[src/include/memAxi_consts.svh]
// bus widths are fixed at 32-bit data, 4-bit IDs and AXI4 8-bit lengths; memory keeps 12 bits
`ifndef MEM_AXI_CONSTS_SVH
`define MEM_AXI_CONSTS_SVH

// ------------------------------
// AXI4 bus
// ------------------------------
`define AXI_ID_W   4    // transaction id
`define AXI_ADDR_W 32   // full bus address
`define AXI_DATA_W 32
`define AXI_STRB_W 4    // one strobe per data byte
`define AXI_LEN_W  8    // AXI4 only, no AXI3 length

// memory side, 4 KiB aliased over the bus address space
`define MEM_ADDR_W 12   // byte address bits kept
`define MEM_OFFS_W 2    // byte offset inside a word

`endif

[src/logic/axiProtoPkg.sv]
// AXI4 types only; WRAP and reserved burst codes advance like FIXED, sizes above the bus step by word
`default_nettype none
`include "memAxi_consts.svh"

package axiProtoPkg;

  typedef logic [`AXI_ID_W-1:0]  axiIdT;
  typedef logic [`AXI_LEN_W-1:0] axiLenT;   // beats minus one
  typedef logic [2:0]            axiSizeT;  // log2 of bytes per beat

  typedef enum logic [1:0] {FIXED = 2'b00, INCR = 2'b01, WRAP = 2'b10, RSVD = 2'b11} axiBurstT;
  typedef enum logic [1:0] {OKAY = 2'b00, EXOKAY = 2'b01, SLVERR = 2'b10, DECERR = 2'b11} axiRespT;

  // address of the following beat inside a burst
  function automatic logic [`MEM_ADDR_W-1:0] nextBurstAddr(
    input logic [`MEM_ADDR_W-1:0] addr,
    input axiSizeT                size,
    input axiBurstT               burst
  );
    logic [`MEM_ADDR_W-1:0] step;
    step = 1;
    step = step << size;
    if (burst != INCR) begin
      nextBurstAddr = addr;                                  // FIXED, WRAP and RSVD
    end else if (size < `MEM_OFFS_W) begin
      nextBurstAddr = addr + step;                           // narrow beat
    end else begin
      nextBurstAddr = {addr[`MEM_ADDR_W-1:`MEM_OFFS_W] + 1'b1, {`MEM_OFFS_W{1'b0}}};
    end
  endfunction

endpackage

`default_nettype wire

[src/logic/memTypesPkg.sv]
// memory-side types for a 4 KiB word-organised RAM; state enums of both channel controllers
`default_nettype none
`include "memAxi_consts.svh"

package memTypesPkg;

  typedef logic [`MEM_ADDR_W-1:0] memAddrT;   // byte address
  typedef logic [`AXI_DATA_W-1:0] memDataT;
  typedef logic [`AXI_STRB_W-1:0] memStrbT;

  // ------------------------------
  // controller states
  // ------------------------------
  typedef enum logic [1:0] {WR_IDLE, WR_DATA, WR_RESP} wrStateT;
  typedef enum logic [1:0] {RD_IDLE, RD_FETCH, RD_SEND} rdStateT;

endpackage

`default_nettype wire

[src/logic/memWriteIf.sv]
// one RAM write per cycle with no handshake; the write lands at the edge where wrEn is high
`default_nettype none

interface memWriteIf;
  import memTypesPkg::*;

  logic    wrEn;
  memAddrT wrAddr;   // byte address, low bits ignored by the RAM
  memDataT wrData;
  memStrbT wrStrb;   // byte enables

  modport ctrl (output wrEn, wrAddr, wrData, wrStrb);
  modport ram  (input wrEn, wrAddr, wrData, wrStrb);

endinterface

`default_nettype wire

[src/logic/axiWriteCtrl.sv]
// one write burst at a time, no WID so no id check; SLVERR only flags a missing WLAST
`default_nettype none
`include "memAxi_consts.svh"

module axiWriteCtrl (
  input  logic                   ACLK,
  input  logic                   ARESETn,
  input  axiProtoPkg::axiIdT     AWID,
  input  logic [`AXI_ADDR_W-1:0] AWADDR,
  input  axiProtoPkg::axiLenT    AWLEN,
  input  axiProtoPkg::axiSizeT   AWSIZE,
  input  axiProtoPkg::axiBurstT  AWBURST,
  input  logic                   AWVALID,
  output logic                   AWREADY,
  input  logic [`AXI_DATA_W-1:0] WDATA,
  input  logic [`AXI_STRB_W-1:0] WSTRB,
  input  logic                   WLAST,
  input  logic                   WVALID,
  output logic                   WREADY,
  output axiProtoPkg::axiIdT     BID,
  output axiProtoPkg::axiRespT   BRESP,
  output logic                   BVALID,
  input  logic                   BREADY,
  memWriteIf.ctrl                memWr
);
  import axiProtoPkg::*;
  import memTypesPkg::*;

  wrStateT  state;
  axiIdT    awId;
  memAddrT  addr;      // address of the next beat
  axiLenT   len;
  axiSizeT  size;
  axiBurstT burst;
  axiLenT   beatCnt;   // beats accepted so far
  logic     awFire;
  logic     wFire;
  logic     lastBeat;

  assign awFire   = AWVALID && AWREADY;
  assign wFire    = WVALID && WREADY;
  assign lastBeat = (beatCnt == len);

  // ------------------------------
  // control FSM
  // ------------------------------
  always_ff @(posedge ACLK or negedge ARESETn) begin
    if (!ARESETn) begin
      state      <= WR_IDLE;
      AWREADY    <= 1'b0;
      WREADY     <= 1'b0;
      BVALID     <= 1'b0;
      beatCnt    <= '0;
      memWr.wrEn <= 1'b0;
    end else begin
      memWr.wrEn <= 1'b0;                        // single-cycle pulse per beat
      case (state)
        WR_IDLE: begin
          if (awFire) begin
            AWREADY <= 1'b0;
            WREADY  <= 1'b1;
            beatCnt <= '0;
            state   <= WR_DATA;
          end else begin
            AWREADY <= 1'b1;
          end
        end
        WR_DATA: begin
          if (wFire) begin
            memWr.wrEn <= 1'b1;
            beatCnt    <= beatCnt + 1'b1;
            if (lastBeat) begin
              WREADY <= 1'b0;
              BVALID <= 1'b1;
              state  <= WR_RESP;
            end
          end
        end
        WR_RESP: begin
          if (BREADY) begin
            BVALID  <= 1'b0;
            AWREADY <= 1'b1;
            state   <= WR_IDLE;
          end
        end
        default: state <= WR_IDLE;
      endcase
    end
  end

  // burst attributes and beat payload
  always_ff @(posedge ACLK) begin
    if (awFire) begin
      awId  <= AWID;
      addr  <= AWADDR[`MEM_ADDR_W-1:0];          // upper bits alias
      len   <= AWLEN;
      size  <= AWSIZE;
      burst <= AWBURST;
    end
    if (wFire) begin
      memWr.wrAddr <= addr;
      memWr.wrData <= WDATA;
      memWr.wrStrb <= WSTRB;
      addr         <= nextBurstAddr(addr, size, burst);
      if (lastBeat) begin
        BID <= awId;
        if (WLAST) begin
          BRESP <= OKAY;
        end else begin
          BRESP <= SLVERR;                       // final beat without WLAST
        end
      end
    end
  end

  // response must survive back-pressure unchanged
  bRespHeld: assert property (@(posedge ACLK) disable iff (!ARESETn)
    BVALID && !BREADY |=> BVALID && $stable(BID));

endmodule

`default_nettype wire

[src/flat_wrapper.sv]
// flat-port wrapper written by rule: the top's interface ports become plain ports
module axiWriteCtrl_flat import axiProtoPkg::*; import memTypesPkg::*;
  (ACLK, ARESETn, AWID, AWADDR, AWLEN, AWSIZE, AWBURST, AWVALID, AWREADY, WDATA, WSTRB, WLAST, WVALID, WREADY, BID, BRESP, BVALID, BREADY, memWr_wrEn, memWr_wrAddr, memWr_wrData, memWr_wrStrb);
  memWriteIf memWr_i ();
  input  logic ACLK;
  input  logic ARESETn;
  input  axiProtoPkg::axiIdT AWID;
  input  logic [`AXI_ADDR_W-1:0] AWADDR;
  input  axiProtoPkg::axiLenT AWLEN;
  input  axiProtoPkg::axiSizeT AWSIZE;
  input  axiProtoPkg::axiBurstT AWBURST;
  input  logic AWVALID;
  output logic AWREADY;
  input  logic [`AXI_DATA_W-1:0] WDATA;
  input  logic [`AXI_STRB_W-1:0] WSTRB;
  input  logic WLAST;
  input  logic WVALID;
  output logic WREADY;
  output axiProtoPkg::axiIdT BID;
  output axiProtoPkg::axiRespT BRESP;
  output logic BVALID;
  input  logic BREADY;
  output wire logic [$bits(memWr_i.wrEn)-1:0] memWr_wrEn;
  output wire logic [$bits(memWr_i.wrAddr)-1:0] memWr_wrAddr;
  output wire logic [$bits(memWr_i.wrData)-1:0] memWr_wrData;
  output wire logic [$bits(memWr_i.wrStrb)-1:0] memWr_wrStrb;
  assign memWr_wrEn = memWr_i.wrEn;
  assign memWr_wrAddr = memWr_i.wrAddr;
  assign memWr_wrData = memWr_i.wrData;
  assign memWr_wrStrb = memWr_i.wrStrb;
  axiWriteCtrl u_core (.ACLK(ACLK), .ARESETn(ARESETn), .AWID(AWID), .AWADDR(AWADDR), .AWLEN(AWLEN), .AWSIZE(AWSIZE), .AWBURST(AWBURST), .AWVALID(AWVALID), .AWREADY(AWREADY), .WDATA(WDATA), .WSTRB(WSTRB), .WLAST(WLAST), .WVALID(WVALID), .WREADY(WREADY), .BID(BID), .BRESP(BRESP), .BVALID(BVALID), .BREADY(BREADY), .memWr(memWr_i));
endmodule
[config.mk]
export PLATFORM = sky130hd
export DESIGN_NAME = axiWriteCtrl_flat
export DESIGN_NICKNAME = d
export VERILOG_FILES = /design/src/logic/axiProtoPkg.sv /design/src/logic/memTypesPkg.sv /design/src/logic/memWriteIf.sv /design/src/logic/axiWriteCtrl.sv /design/src/flat_wrapper.sv
export VERILOG_INCLUDE_DIRS = /design/src /design/src/include
export SDC_FILE = /design/constraint.sdc
export NUM_CORES = 1
export LEC_CHECK = 0
export ABC_AREA = 1
export BUFFER_PORTS_ARGS = -buffer_cell sky130_fd_sc_hd__clkbuf_2
export CORE_AREA = 2 2 132 134
export CTS_CLUSTER_SIZE = 40
export DETAILED_ROUTE_END_ITERATION = 10
export DIE_AREA = 0 0 134 136
export PLACE_DENSITY = 0.49
export SYNTH_ARGS = -nofsm -noshare
export SYNTH_HDL_FRONTEND = slang
export SYNTH_SLANG_ARGS = --single-unit
[constraint.sdc]
create_clock -name ACLK -period 6 [get_ports ACLK]
set_clock_uncertainty 0.05 [all_clocks]
set_input_delay 0.9 -clock ACLK [delete_from_list [all_inputs] [get_ports ACLK]]
set_output_delay 0.9 -clock ACLK [all_outputs]
set_load 0.005 [all_outputs]
* Word level (Yosys, flattened, before mapping) *
Index checks and enable logic that the tools add are counted.

operators by class
  shifts and indexed selects = 1
  $add $sub $neg = 3
  order comparisons = 1
  reduce and logical (&&, ||, !) cells = 14
  multipliers = 0
  mux-type cells = 26
  div/mod/pow operators = 0
  bitwise logic cells = 0
  equality and inequality tests = 9

operators by type and width
  cell                   count
  $mux 12                4
  $mux 8                 2
  $pmux 8 s2             1
  $add 12x12->12         1
  $reduce_and 4->1       3
  $shl 1x3->12 const A   1
  $add 10x1->10 const B  1
  $mux 1                 10
  $mux 2                 5
  $add 8x1->8 const B    1
  $eq 8x8->1             1
  $ne 2x1->1 const B     4
  $reduce_bool 2->1      4
  $pmux 1 s2             3
  $pmux 2 s3             1
  $reduce_and 2->1       3
  $ne 2x2->1 const B     2
  $lt 3x2->1 const B     1
  $reduce_and 3->1       1
  $eq 2x1->1 const B     1
  $eq 2x2->1 const B     1
  $logic_and 1x1->1      2
  $logic_not 2->1        1

word-level totals
  memory bits (writable) = 0
  register bits after elaboration = 97
  ROM bits = 0
  latch bits = 0
  memories = 0
  word-level logic and storage cells = 70

* Longest topological paths before layout *
  depth in word-level cells = 5
  depth in mapped cells = 17

* Worst setup path after synthesis *
Ideal clock, no wire load.

  path type = input-to-reg
  from = input WVALID
  to = register u_core.addr[0], enable pin
  setup time = 398 ps
  path slack = 3169 ps
  cell stages on the path = 4
  buffers on the path = 1
  required time = 5552 ps
  data arrival time = 2384 ps
  path through = nand2_1 > inv_2 > buf_4 > o21ai_0

on the way
  cells in the longest elaborated chain, start to end = 3
  elaborated cells on any way between the ends = 4
  classes of those cells = eq/ne: 1; reduce/logical: 3

RTL lines
  item                                                                     line                 RTL
  start: declaration                                                       flat_wrapper.sv:17   input logic WVALID;
  $logic_and 1x1->1 *                                                      axiWriteCtrl.sv:41   assign wFire = WVALID && WREADY;
  via u_core.wFire                                                         axiWriteCtrl.sv:37   logic wFire;
  $ne 2x2->1 (no source line) / $reduce_bool 2->1 (equally long branches)  -
  $reduce_and 2->1 (no source line) *                                      -
  end signal: assignment                                                   axiWriteCtrl.sv:95   addr <= AWADDR[`MEM_ADDR_W-1:0];
  end signal: assignment                                                   axiWriteCtrl.sv:104  addr <= nextBurstAddr(addr, size, burst);
  end: declaration                                                         axiWriteCtrl.sv:31   memAddrT addr;

Mark *: on every way through the listed nets, which the timed path passes. The rest lies on a longest branch.
A chain may end at the register's enable or synchronous reset.

* Worst setup path after layout *
  from = register u_core.size[1]
  to = register u_core.addr[8] (data pin)

on the way
  cells in the longest elaborated chain, start to end = 5
  elaborated cells on any way between the ends = 6
  classes of those cells = add/sub: 1; order compare: 1; shift: 1; mux: 3

RTL lines
  item                      line                 RTL
  start: declaration        axiWriteCtrl.sv:33   axiSizeT size;
  start signal: assignment  axiWriteCtrl.sv:97   size <= AWSIZE;
  $shl 1x3->12              axiProtoPkg.sv:22    step = step << size;
  $add 12x12->12            axiProtoPkg.sv:26    nextBurstAddr = addr + step;
  $mux 12 *                 axiProtoPkg.sv:25    end else if (size < `MEM_OFFS_W) begin
  $mux 12 *                 axiProtoPkg.sv:23    if (burst != INCR) begin
  $mux 12 *                 axiWriteCtrl.sv:100  if (wFire) begin

Mark *: on every way between the ends. The rest lies on a longest branch, timed or not. The select of a mux whose other input is x is not followed.

==> impl_metrics.toml <==
[global_routing]
gr-usage-all-layers_pct = 10.4
grt_max_degree = 66
antenna_found_initial = 0
grt_pass1_wl_mm = 14.6
grt_pass1_vias = 2878
gr-total-overflow = 0

[place]
globalplace.congestion = 0.857
post-place-ws_ns = 2.69
port_buffers = 127
dp_hpwl_mm = 6.87

[clock_network]
htree_levels = 3
cts_sinks = 96
path_clk_slew_ns = 0.07
cts_setup_buffers = 0
cts_root_buf = "clkbuf_16"
cts_resized = 0
cts_buffer_depth = 2
cts_tree = "done"
holdBufCountCts = 0
clk_latency_ns = 0.35
cts_buffers = 9

[setup_path]
worstPathArrival_ns = 3.33
crit_path_end_kind = "register"
required_ns = 6.05
criticalPathCategory = "register to register"
critPathLaunchType = "register"
worst-path-max-fanout = 13

[synthesis]
yosysSeqAreaShare_pct = 67.9
ys_warn_count = 0
syn_inst = 345
ys_async_sr_fraction_pct = 14.6
synth_edf_count = 82
synth_area_sq_um = 4140
syn_nets = 447
ys_types = 34
synth_ff_type = "edfxtp_1"
ys_seq_elements = 96
avgSynthCellArea_sq_um = 12.0

[pwr]
switching_share_pct = 30.8
peakVddDrop_mv = 0.235
p_int_mw = 1.49
pwr-share-comb_pct = 24.1
leakage_nw = 2.40
power_density_nw_per_um2 = 402
switchingPower_uw = 664
seqPwrFrac_pct = 47.2
clockPowerShare_pct = 28.7

[sta]
tightest_slew_ns = 0.884
fin_hold_ws_ns = 0.371
maxSlewHeadroom_pct = 40.9
max_freq_mhz = 305
hold_violations = 0
setup_viol = 0
setup_tns_ns = 0
fin_ws_ns = 2.72
rsz0062_at_grt = "no"
fin_crit_sh_pct = 54.7
layout_min_cycle_time_ns = 3.28
slew_violations = 0

[routing]
drtIter0Drc = 97
drcViolationCount = 0
vias = 2938
wirelength_mm = 9.16
vias_per_cell = 4.14
dr.pass1.iters = 6
wl_per_cell_um = 12.9
final_antenna_net_count = 0

[hold_path]
hp-class = "register to register"

[layout]
antenna_cells = 0
nFillCells = 1750
nNetsFinal = 582
area_growth_pct = 29.8
layout-drive-gt1-share_pct = 32.4
fin_util_pct = 31.8

[die]
ios = 149
core_area_sq_um = 16900
rows = 48
start_util_pct = 24.5
die_w_um = 134
die_area_sq_um = 18200
die_h_um = 136

[run]
maxCapViolations = 0

[status]
outcome = "completed"
[cell usage in the layout (no fill, tap or decap), types with 4 or more instances in the layout]
master,count
a21oi_1,16
clkbuf_16,9
clkbuf_2,127
dfrtp_1,14
edfxtp_1,82
ha_1,10
inv_1,32
nand2_1,73
nand3_1,27
nor2_1,23
nor3_1,11
o21a_1,4
o21ai_0,7
xnor2_1,5
xor2_1,8
[logic make-up (layout without fill, tap and decap cells)]
group / Yosys count / in the layout / share of synthesized area [%]
other cells: 1 / 1 / 0.0906
simple gates: 151 / 151 / 17.3
xor+xnor: 13 / 13 / 2.75
buf+inv: 39 / 179 / 3.78
fa+ha+maj: 11 / 11 / 3.51
flops: 96 / 96 / 67.9
compound gates: 34 / 34 / 4.65
[registers in the layout (all words and copies together), names as in the netlist, 2 cells and up]
register / flops
u_core.memWr.wrData: 32
u_core.addr: 12
u_core.beatCnt: 8
u_core.len: 8
u_core.burst: 2
u_core.BID: 4
u_core.memWr.wrAddr: 12
u_core.memWr.wrStrb: 4
u_core.size: 3
u_core.awId: 4
u_core.state: 2
[path summary, 6_finish.rpt]
path	startpoint	slack, ns	cells past startpoint	endpoint
max in group asynchronous	ARESETn	5.22	1	u_core.beatCnt[1]
min in group asynchronous	ARESETn	0.41	1	u_core.beatCnt[3]
max reg2reg	u_core.size[1]	2.72	16	u_core.addr[8]
min reg2reg	u_core.awId[0]	0.37	0	u_core.BID[0]
min	u_core.awId[0]	0.37	0	u_core.BID[0]
max	u_core.size[1]	2.72	16	u_core.addr[8]
[power groups by stage]
stage          registers, mW  logic (mW)  clock network, mW
3_3_place_gp            1.03       0.523                  0
2_1_floorplan           1.01       0.335                  0
5_1_grt                 1.04       0.594              0.670
6_report                1.02       0.520              0.619
4_1_cts                 1.02       0.534              0.645
3_5_place_dp            1.03       0.531                  0
[per-stage QoR]
| stage | instance area (sq um) | total power, mW | instances |
|---|---|---|---|
| 6_report | 5370 | 2.16 | 710 |
| 3_5_place_dp | 5040 | 1.56 | 694 |
| 4_1_cts | 5370 | 2.20 | 710 |
| 5_1_grt | 5370 | 2.30 | 710 |
| 2_1_floorplan | 4140 | 1.35 | 345 |
| 3_3_place_gp | 5040 | 1.55 | 694 |
[cell type report]
type	instances	area, sq um	area share, %
flip-flops and latches	96	2810	52.4
multi-input cells	210	1170	21.8
repair buffers	129	651	12.1
well taps	225	282	5.24
clock buffers	10	239	4.45
inverters	34	128	2.38
clock inverters	6	90.1	1.68
[cells in the mapped netlist, types with 3 or more instances]
library cell  instances  area, sq um
nor2_1               23         86.3
inv_1                32          120
nand4_1               3         18.8
a21oi_1              16         80.1
xor2_1                8         70.1
ha_1                 10          125
nand3b_1              3         22.5
dfrtp_1              14          350
nand3_1              27          135
edfxtp_1             82         2460
xnor2_1               5         43.8
nand2_4               3         33.8
o21ai_0               8         40.0
nand2_1              73          274
nor3_1               11         55.1
o21a_1                4         30.0
[worst max-delay path, stage by stage (launching register included)]
cell	delay, ns
edfxtp_1	0.43
nor2_1	0.71
inv_1	0.40
nor2_1	0.20
ha_1	0.23
fa_1	0.20
nand2_1	0.08
nand3_1	0.10
nand2_1	0.10
inv_1	0.06
nand2_1	0.04
nand2_1	0.10
nand2_1	0.08
nand2_1	0.09
nand2_1	0.05
nand3_1	0.07
nand2_1	0.06
[metal layers]
| layer | global-route usage (%) | vias up | part of all wire (%) |
|---|---|---|---|
| met3 | 3.39 | 12 | 7.9 |
| met5 | 0 | - | 0 |
| met2 | 16.7 | 113 | 46 |
| met4 | 3.84 | 0 | 1.7 |
| met1 | 13.2 | 1350 | 44 |
| li1 | - | 1463 | - |
Note: power is estimated with default switching activity, not from simulation.
