$ cat src/include/memAxi_consts.svh
// bus widths are fixed at 32-bit data, 4-bit IDs and AXI4 8-bit lengths; memory keeps 12 bits
`ifndef MEM_AXI_CONSTS_SVH
`define MEM_AXI_CONSTS_SVH

// ------------------------------
// AXI4 bus
// ------------------------------
`define AXI_ID_W   4    // transaction id
`define AXI_ADDR_W 32   // full bus address
`define AXI_DATA_W 32
`define AXI_STRB_W 4    // one strobe per data byte
`define AXI_LEN_W  8    // AXI4 only, no AXI3 length

// memory side, 4 KiB aliased over the bus address space
`define MEM_ADDR_W 12   // byte address bits kept
`define MEM_OFFS_W 2    // byte offset inside a word

`endif

$ cat src/logic/axiProtoPkg.sv
// AXI4 types only; WRAP and reserved burst codes advance like FIXED, sizes above the bus step by word
`default_nettype none
`include "memAxi_consts.svh"

package axiProtoPkg;

  typedef logic [`AXI_ID_W-1:0]  axiIdT;
  typedef logic [`AXI_LEN_W-1:0] axiLenT;   // beats minus one
  typedef logic [2:0]            axiSizeT;  // log2 of bytes per beat

  typedef enum logic [1:0] {FIXED = 2'b00, INCR = 2'b01, WRAP = 2'b10, RSVD = 2'b11} axiBurstT;
  typedef enum logic [1:0] {OKAY = 2'b00, EXOKAY = 2'b01, SLVERR = 2'b10, DECERR = 2'b11} axiRespT;

  // address of the following beat inside a burst
  function automatic logic [`MEM_ADDR_W-1:0] nextBurstAddr(
    input logic [`MEM_ADDR_W-1:0] addr,
    input axiSizeT                size,
    input axiBurstT               burst
  );
    logic [`MEM_ADDR_W-1:0] step;
    step = 1;
    step = step << size;
    if (burst != INCR) begin
      nextBurstAddr = addr;                                  // FIXED, WRAP and RSVD
    end else if (size < `MEM_OFFS_W) begin
      nextBurstAddr = addr + step;                           // narrow beat
    end else begin
      nextBurstAddr = {addr[`MEM_ADDR_W-1:`MEM_OFFS_W] + 1'b1, {`MEM_OFFS_W{1'b0}}};
    end
  endfunction

endpackage

`default_nettype wire

$ cat src/logic/memTypesPkg.sv
// memory-side types for a 4 KiB word-organised RAM; state enums of both channel controllers
`default_nettype none
`include "memAxi_consts.svh"

package memTypesPkg;

  typedef logic [`MEM_ADDR_W-1:0] memAddrT;   // byte address
  typedef logic [`AXI_DATA_W-1:0] memDataT;
  typedef logic [`AXI_STRB_W-1:0] memStrbT;

  // ------------------------------
  // controller states
  // ------------------------------
  typedef enum logic [1:0] {WR_IDLE, WR_DATA, WR_RESP} wrStateT;
  typedef enum logic [1:0] {RD_IDLE, RD_FETCH, RD_SEND} rdStateT;

endpackage

`default_nettype wire

$ cat src/logic/axiReadCtrl.sv
// one read in flight; each beat is fetched only after the previous beat is taken, RRESP is OKAY
`default_nettype none
`include "memAxi_consts.svh"

module axiReadCtrl (
  input  logic                     ACLK,
  input  logic                     ARESETn,
  input  axiProtoPkg::axiIdT       ARID,
  input  logic [`AXI_ADDR_W-1:0]   ARADDR,
  input  axiProtoPkg::axiLenT      ARLEN,
  input  axiProtoPkg::axiSizeT     ARSIZE,
  input  axiProtoPkg::axiBurstT    ARBURST,
  input  logic                     ARVALID,
  output logic                     ARREADY,
  output axiProtoPkg::axiIdT       RID,
  output logic [`AXI_DATA_W-1:0]   RDATA,
  output axiProtoPkg::axiRespT     RRESP,
  output logic                     RLAST,
  output logic                     RVALID,
  input  logic                     RREADY,
  output logic                     rdEn,
  output memTypesPkg::memAddrT     rdAddr,
  input  memTypesPkg::memDataT     rdData
);
  import axiProtoPkg::*;
  import memTypesPkg::*;

  rdStateT  state;
  memAddrT  addr;      // address of the beat being fetched
  axiLenT   len;
  axiSizeT  size;
  axiBurstT burst;
  axiLenT   beatCnt;   // index of the current beat
  logic     arFire;
  logic     rFire;

  assign arFire = ARVALID && ARREADY;
  assign rFire  = RVALID && RREADY;

  assign rdEn   = (state == RD_FETCH);         // RAM answers next cycle
  assign rdAddr = addr;
  assign RRESP  = OKAY;

  // ------------------------------
  // control FSM
  // ------------------------------
  always_ff @(posedge ACLK or negedge ARESETn) begin
    if (!ARESETn) begin
      state   <= RD_IDLE;
      ARREADY <= 1'b0;
      RVALID  <= 1'b0;
      RLAST   <= 1'b0;
      beatCnt <= '0;
    end else begin
      case (state)
        RD_IDLE: begin
          if (arFire) begin
            ARREADY <= 1'b0;
            beatCnt <= '0;
            state   <= RD_FETCH;
          end else begin
            ARREADY <= 1'b1;
          end
        end
        RD_FETCH: state <= RD_SEND;
        RD_SEND: begin
          if (!RVALID) begin
            RVALID <= 1'b1;                    // rdData is valid now
            RLAST  <= (beatCnt == len);
          end else if (RREADY) begin
            RVALID <= 1'b0;
            RLAST  <= 1'b0;
            if (RLAST) begin
              ARREADY <= 1'b1;
              state   <= RD_IDLE;
            end else begin
              beatCnt <= beatCnt + 1'b1;
              state   <= RD_FETCH;
            end
          end
        end
        default: state <= RD_IDLE;
      endcase
    end
  end

  // burst attributes and returned data
  always_ff @(posedge ACLK) begin
    if (arFire) begin
      RID   <= ARID;
      addr  <= ARADDR[`MEM_ADDR_W-1:0];
      len   <= ARLEN;
      size  <= ARSIZE;
      burst <= ARBURST;
    end
    if (state == RD_SEND && !RVALID) begin
      RDATA <= rdData;                         // full word, master picks lanes
    end
    if (rFire && !RLAST) begin
      addr <= nextBurstAddr(addr, size, burst);
    end
  end

  // a stalled beat keeps its payload until taken
  rBeatHeld: assert property (@(posedge ACLK) disable iff (!ARESETn)
    RVALID && !RREADY |=> RVALID && $stable(RDATA) && $stable(RLAST));

endmodule

`default_nettype wire

$ cat config.mk
export PLATFORM = sky130hd
export DESIGN_NAME = axiReadCtrl
export DESIGN_NICKNAME = d
export VERILOG_FILES = /design/src/logic/axiProtoPkg.sv /design/src/logic/memTypesPkg.sv /design/src/logic/axiReadCtrl.sv
export VERILOG_INCLUDE_DIRS = /design/src /design/src/include
export SDC_FILE = /design/constraint.sdc
export NUM_CORES = 1
export LEC_CHECK = 0
export CAP_MARGIN = 25
export CORE_ASPECT_RATIO = 1.5
export CORE_MARGIN = 4
export CORE_UTILIZATION = 30
export CTS_CLUSTER_SIZE = 40
export DETAILED_ROUTE_END_ITERATION = 10
export DONT_BUFFER_PORTS = 1
export GPL_TIMING_DRIVEN = 0
export SLEW_MARGIN = 15
export SYNTH_ARGS = -nofsm -noshare
export SYNTH_HDL_FRONTEND = slang
export SYNTH_SLANG_ARGS = --single-unit
$ cat constraint.sdc
create_clock -name ACLK -period 2.59 [get_ports ACLK]
set_clock_uncertainty 0.2 [all_clocks]
set_input_delay 0.518 -clock ACLK [delete_from_list [all_inputs] [get_ports ACLK]]
set_output_delay 0.518 -clock ACLK [all_outputs]
set_load 0.05 [all_outputs]
======== Word level (Yosys, flattened, before mapping) ========
Cells that the tools add are included.
word-level totals
  memory bits (read-only) ................. 0
  word-level logic and storage cells ...... 64
  bits in latches ......................... 0
  output and inout bits ................... 54
  bits in registers ....................... 74
  memories ................................ 0
  RAM bits ................................ 0
operators by class
  $add $sub $neg .......................... 3
  magnitude comparators ................... 1
  shifts and indexed selects .............. 1
  divide/modulo/power cells ............... 0
  multipliers ............................. 0
  multiplexer cells ....................... 23
  reduce and logical (&&, ||, !) cells .... 14
  equality and inequality tests ........... 11
  bitwise operators ....................... 0
operator list
  operator                 number
  $mux W12                 4
  $mux W8                  4
  $pmux W8 S2              1
  $add A12 B12 Y12         1
  $ne A2 B2 Y1 const B     6
  $shl A1 B3 Y12 const A   1
  $add A10 B1 Y10 const B  1
  $mux W1                  9
  $add A8 B1 Y8 const B    1
  $eq A8 B8 Y1             1
  $mux W2                  3
  $pmux W2 S3              1
  $reduce_and A5 Y1        1
  $logic_and A1 B1 Y1      4
  $ne A2 B1 Y1 const B     2
  $reduce_and A2 Y1        2
  $reduce_and A4 Y1        1
  $reduce_bool A2 Y1       2
  $lt A3 B2 Y1 const B     1
  $reduce_and A3 Y1        1
  $eq A2 B1 Y1 const B     1
  $eq A2 B2 Y1 const B     1
  $logic_not A1 Y1         2
  $logic_not A2 Y1         1
  $pmux W1 S2              1

======== Longest topological paths before layout ========
Gate-level depths: netlist (run 1).
  word-level depth ........................ 5
  gate-level depth with buffers ........... 11
  gate-level depth less buffers ........... 10

======== Worst setup path after synthesis (run 1) ========
OpenSTA, ideal clock, no wires.
  path kind ............................... register to register
  from .................................... register size[1]
  to ...................................... register addr[10] (netlist: rdAddr[10]) (data pin)
  slack ................................... -0.124 ns
  period minus slack after synthesis ...... 2.714 ns
  cell stages (with the launch flop) ...... 11
  data required time ...................... 2.254 ns
  library setup time ...................... 0.136 ns
  arrival ................................. 2.378 ns
  path through ............................ edfxtp_1 -> nor2_2 -> clkbuf_1 -> and2_1 -> fa_1 -> a21oi_1 -> o21ai_0 -> a21o_1 -> a21oi_2 -> or4_1 -> nand3_1
between the ends
  cells in the longest elaborated chain, start to end .. 5
  elaborated cells on any way between the ends .. 6
ends and longest elaborated chain
  what                    line                source
  start, declared         axiReadCtrl.sv:31   axiSizeT size;
  start signal, assigned  axiReadCtrl.sv:93   size <= ARSIZE;
  $shl A1 B3 Y12          axiProtoPkg.sv:22   step = step << size;
  $add A12 B12 Y12        axiProtoPkg.sv:26   nextBurstAddr = addr + step;
  $mux W12 *              axiProtoPkg.sv:25   end else if (size < `MEM_OFFS_W) begin
  $mux W12 *              axiProtoPkg.sv:23   if (burst != INCR) begin
  $mux W12 *              axiReadCtrl.sv:99   if (rFire && !RLAST) begin
  end signal, assigned    axiReadCtrl.sv:91   addr <= ARADDR[`MEM_ADDR_W-1:0];
  end signal, assigned    axiReadCtrl.sv:100  addr <= nextBurstAddr(addr, size, burst);
  end, declared           axiReadCtrl.sv:29   memAddrT addr;
Every way passes the cells marked *; elsewhere a longest branch is shown, timed or not. The select of a mux whose other input is x is not followed.
A chain may end at the register's enable or synchronous reset.

======== Final worst setup path (run 1) ========
  from .................................... register size[2]
  to ...................................... register addr[10] (netlist: rdAddr[10]) (data pin)
The elaborated chain is that of the path after synthesis.

==> out/summary.txt, run 1 <==
outcome -> complete, but fails checks
failing checks -> setup timing
hpwl dp -> 5770 microns
antenna diode count -> 0
Rows -> 46
DIE WIDTH -> 94 microns
Initial Utilization -> 0.311
Synth-to-Final Area Change -> 21.9%
setup tns final -> -0.220 ns
Routed WL -> 7830 microns
CP cell instances -> or2_4, nor2_4, ha_4, fa_2, a21oi_4, o21ai_2, a21o_1, a21oi_4, or4_1, nand3_1
Post-Syn Instances -> 262
Slew @ Worst Pin -> 1.02 ns
gr usage total -> 0.127
final hold violations -> 0
most used flip-flop cell after synthesis -> edfxtp_1
worst path required time -> 2.59 ns
initial antenna violation count -> 0
CP max stage cell -> or4_1
first-pass GRT wire length -> 12,000 microns
post-synthesis register bit count -> 74
maximum VDD drop -> 528 uV
Die Y -> 137 microns
Num CTS Buffers -> 9
IO buf count -> 0
final setup margin -> -0.0758 ns
Critical Path Sink Type -> flip-flop
Post-DP Area -> 3540 sq um
Core Area -> 10,700 sq um
CP arrival -> 2.66 ns
crit path time final -> 2.67 ns
register area share after synthesis -> 0.648
most frequent CP cell -> a21oi_4
Root Driver -> clkbuf_16
RSZ-0062 raised after global routing -> true
CP Max Fanout -> 5
Worst-Skew Late Latency -> 0.33 ns
Final setup viols -> 4
Final Cycle Share -> 1.03
average wire per standard cell -> 17.9 microns
initial DRC count -> 57
max cap viols -> 0
post-synthesis cell type count -> 45
RD Place Congestion -> 0.779
Clock Pin Slew Worst Setup and Hold Paths -> 0.06 ns
Synth Cell Area -> 3330 sq um
critical path type -> flip-flop to flip-flop
Pwr per Cell Area -> 1140 nW/um^2
Worst setup SP type -> flip-flop
Sink Count -> 74
H-tree depth -> 3
CP peak stage delay -> 0.48 ns
post-synthesis async set-or-reset flop share -> 0.176
DR DRC count -> 0
largest net degree at the start of global routing -> 33
number of global-route vias before repair -> 2,212
routed vias/inst -> 4.75
Final Max Slew Viols -> 0
Max-slew headroom -> 0.318
Die ar. -> 12,900 sq um
Design Area, Final -> 4060 sq um
Mapped Avg Cell Area -> 12.7 sq um
# fillers -> 1,060
worst hold path type -> input pin to flip-flop
fmax -> 0.375 GHz
share of layout cells above drive strength 1 -> 0.214
non-filler instance count after layout -> 438
Longest Clk Path Bufs -> 2
post-route ant nets -> 0
number of enable flip-flop cells after synthesis -> 61
Placed Cells -> 408
Layout Nets -> 385
vias -> 2,079
I/O Pins -> 139
final core utilization -> 0.379
leak pwr -> 1.49 nW
grt total ovfl -> 0
Synthesis Warnings -> 0
CTS tree -> done
Initial DRT Pass Iterations -> 4
## cell usage after synthesis, types with 5 or more instances
library cell	number	share of area
o21ai_0	13	0.020
xor2_1	14	0.037
nand3_1	15	0.023
dfrtp_1	13	0.098
edfxtp_1	61	0.55
nor3_1	5	0.0075
nand2_1	29	0.033
a21oi_1	14	0.021
nor2_1	21	0.024
ha_1	10	0.038
xnor2_1	10	0.026
## cells by family (layout without fill, tap and decap cells)
logic type / after synthesis / count (layout) / synth area share
buffers and inverters: 10 / 41 / 0.0180
muxes: 2 / 2 / 0.00602
other: 1 / 2 / 0.00113
AOI/OAI and AO/OA: 38 / 38 / 0.0684
and+or+nand+nor: 102 / 102 / 0.152
DFF: 74 / 74 / 0.648
xor gates and xnor gates: 24 / 24 / 0.0632
adders and majority gates: 11 / 11 / 0.0436
## final cells by class
cell class,count,area (sq um),share of cell area
Sequential cell,74,2160,0.532
Multi-Input combinational cell,179,1260,0.310
Clock buffer,9,225,0.0555
Tap cell,144,180,0.0444
Timing Repair Buffer,16,135,0.0333
Buffer,6,48.8,0.0120
Clock inverter,7,42.5,0.0105
Inverter,3,11.3,0.00278
## repair_timing
item                                    4_1_cts  5_1_grt
setup buffers                                 6        9
pin swaps                                    11       15
resized for setup                            19       15
endpoints found under the setup margin        8       17
hold buffers                                  1        0
endpoints found under the hold margin        13        0
## registers in the layout (all words and copies together), names as in the netlist
| signal | cells |
|---|---|
| rdAddr | 12 |
| RDATA | 32 |
| state | 2 |
| ARREADY | 1 |
| RVALID | 1 |
| len | 8 |
| size | 3 |
| burst | 2 |
| RID | 4 |
| RLAST | 1 |
| beatCnt | 8 |
## cell usage in the layout (no fill, tap or decap), types with 3 or more instances in the layout
cell type,instances
edfxtp_1,61
nand2_1,28
nor2_1,19
buf_4,18
nand3_1,14
xor2_1,14
dfrtp_1,12
a21oi_1,11
xnor2_1,10
clkbuf_16,9
o21ai_0,8
ha_1,7
nor3_1,5
and3_1,4
nand2b_1,4
nor2_4,3
a21oi_4,3
o21ai_2,3
nand4_1,3
o21ai_1,3
inv_1,3
clkinv_1,3
## routing by layer
layer	GRT usage	up-vias	share of wire
met3	0.0633	18	0.090
li1	-	1001	-
met1	0.121	974	0.35
met2	0.222	86	0.54
met5	0	-	0
met4	0.0627	0	0.028
## report_power, final
part	internal [mW]	switching, mW
sequential	1.65	0.871
combinational	0.383	0.588
clock	0.644	0.473
total	2.68	1.93
## through the flow
stage	setup WS [ns]	power [mW]	hold WS [ns]
after global placement	-0.712	3.31	0.0228
after CTS	-0.137	4.59	0.0647
final	-0.0758	4.61	0.0822
after floorplan	-0.0804	3.08	0.0224
after detailed placement	-0.457	3.37	0.0227
after global routing	-0.167	4.86	0.0592
## final timing paths
| check | cells past startpoint | slack [ns] | end | from |
|---|---|---|---|---|
| min in group asynchronous | 1 | 0.44 | beatCnt[4] | ARESETn |
| hold reg to reg | 1 | 0.35 | state[0] | state[0] |
| setup reg to reg | 10 | -0.08 | rdAddr[10] | size[2] |
| setup / recovery | 10 | -0.08 | rdAddr[10] | size[2] |
| max in group asynchronous | 1 | 1.32 | RVALID | ARESETn |
| hold / removal | 0 | 0.08 | RDATA[12] | rdData[12] |
## worst max-delay path, delay by kind of cell, from the launching register on
kind | cells | cell delay (ns)
adder cells (fa/ha/maj) | 2 | 0.37
AO/OA/AOI/OAI | 4 | 0.52
AND/OR/NAND/NOR | 4 | 0.97
flip-flops | 1 | 0.47
Power figures use the tool's default switching activity.
==> run 2: changes to the inputs <==
CORE_ASPECT_RATIO = unset   (was 1.5)
PLACE_DENSITY_LB_ADDON = 0.08   (was unset)
clock period = 2.97 ns   (was 2.59 ns; I/O delays follow)
==> run 2 against run 1 <==
Net effect:
- the flow now finishes without violations
- non-clock buffer count fell by 9
- wire length fell by 3.9%
- die area fell by 0.27%
- maximum frequency fell by 5.9%
- clock-buffer cell count did not move
- critical path depth rose by 1
==> out/summary.txt, run 2 (synthesized netlist as in run 1, its figures left out) <==
Final Cycle Share -> 0.954
hpwl dp -> 5540 microns
DIE WIDTH -> 113 microns
worst path required time -> 3.01 ns
Design Area, Final -> 3820 sq um
R2R Path Start -> size[2]
number of flip-flops in the largest register -> 32
outcome -> finished, final reports clean
crit path from -> size[2]
Worst R2R Path Depth -> 11
initial antenna violation count -> 0
Rows -> 38
Pwr per Cell Area -> 987 nW/um^2
Worst setup SP type -> flip-flop
final hold violations -> 0
post-place setup slack -> -0.247 ns
initial DRC count -> 130
Die Y -> 113 microns
Initial DRT Pass Iterations -> 4
Design Power -> 3.77 mW
share of layout cells above drive strength 1 -> 0.158
Initial Utilization -> 0.307
Root Driver -> clkbuf_8
Biggest register -> RDATA
r2r setup slk -> 0.14 ns
I/O Pins -> 139
IO buf count -> 0
CTS tree -> done
Clock Pin Slew Worst Setup and Hold Paths -> 0.09 ns
Critical path buffers and inverters -> 1
gr usage total -> 0.127
RD Place Congestion -> 0.721
most frequent cells in the layout -> edfxtp_1, nand2_1, nor2_1, nand3_1, xor2_1
# fillers -> 1,082
fmax -> 0.353 GHz
Worst path depth -> 11
vias -> 2,036
Max-slew headroom -> 0.342
first-pass GRT wire length -> 12,200 microns
Hold Worst Slack -> 0.119 ns
Final setup viols -> 0
post-route ant nets -> 0
worst hold path type -> input pin to flip-flop
max cap viols -> 0
Longest Clk Path Bufs -> 2
CP peak stage delay -> 0.52 ns
grt total ovfl -> 0
DR DRC count -> 0
most frequent CP cell -> a21oi_2
Post-DP Area -> 3550 sq um
critical path type -> flip-flop to flip-flop
CP Max Fanout -> 8
CP arrival -> 2.87 ns
setup tns final -> 0 ns
Reg-to-Reg End -> rdAddr[10]
Routed WL -> 7520 microns
Critical path destination -> rdAddr[10]
most common cell after layout, fill and taps aside -> edfxtp_1
CP cell instances -> or2_1, buf_6, nor2_2, ha_2, fa_2, a21oi_2, o21ai_2, a21o_1, a21oi_2, or4_1, nand3_1
Layout Nets -> 376
maximum VDD drop -> 562 uV
Final Max Slew Viols -> 0
crit path time final -> 2.83 ns
H-tree depth -> 3
CP max stage cell -> edfxtp_1
Sink Count -> 74
routed vias/inst -> 4.79
Worst-Skew Late Latency -> 0.36 ns
Slew @ Worst Pin -> 0.986 ns
average wire per standard cell -> 17.7 microns
number of global-route vias before repair -> 2,262
Critical Path Sink Type -> flip-flop
final setup margin -> 0.136 ns
largest net degree at the start of global routing -> 32
Core Area -> 10,800 sq um
Num CTS Buffers -> 9
cell family with most CP delay -> simple AND/OR/NAND/NOR gates
Die ar. -> 12,800 sq um
Synth-to-Final Area Change -> 14.7%
leak pwr -> 1.40 nW
antenna diode count -> 0
[run 2: how the worst min path moves through the flow]
stage,to,slack [ns],start,cells after the start
floorplan,ARREADY,0.1,ARESETn,0
global placement,beatCnt[0],0.1,ARESETn,0
detailed placement,beatCnt[0],0.1,ARESETn,0
CTS,RDATA[2],0.09,rdData[2],0
global route,RDATA[11],0.08,rdData[11],0
finish,RDATA[2],0.12,rdData[2],0
[run 2: layout make-up]
cell class                      instances  area (sq um)  share of cell area
Multi-Input combinational cell        179          1150               0.302
Timing Repair Buffer                    6          63.8              0.0167
Buffer                                  7          52.6              0.0138
Tap cell                              140           175              0.0459
Clock buffer                            9           124              0.0324
Sequential cell                        74          2160               0.565
Inverter                                3          11.3             0.00295
Clock inverter                          7          82.6              0.0216
[run 2: worst register-to-register path: stages, from the launching register on]
cell      delay, ns
edfxtp_1       0.52
or2_1          0.28
buf_6          0.14
nor2_2         0.08
ha_2           0.20
fa_2           0.24
a21oi_2        0.08
o21ai_2        0.16
a21o_1         0.17
a21oi_2        0.08
or4_1          0.47
nand3_1        0.09
[run 2: stage by stage]
step                std cells  utilization
finish                    425        0.352
global route              425        0.352
CTS                       424        0.350
detailed placement        405        0.327
global placement          403        0.324
floorplan                 263            -
[run 2: per-layer routing]
layer | track usage | routed length [microns]
met1 | 0.156 | 3320
met3 | 0.0733 | 911
met2 | 0.174 | 3130
met4 | 0.0673 | 168
met5 | 0 | 0
[run 2: where the power goes]
group | total (mW) | switching, mW | internal [mW]
logic | 0.759 | 0.475 | 0.284
registers | 2.18 | 0.753 | 1.43
clock network | 0.827 | 0.425 | 0.402
[run 2: what timing repair did]
item	4_1_cts	5_1_grt
cloned	0	0
setup endpoints to repair	7	6
pin swaps	0	7
hold buffers	1	0
gates resized for setup	4	6
hold endpoints to repair	13	0
setup buffers	2	1
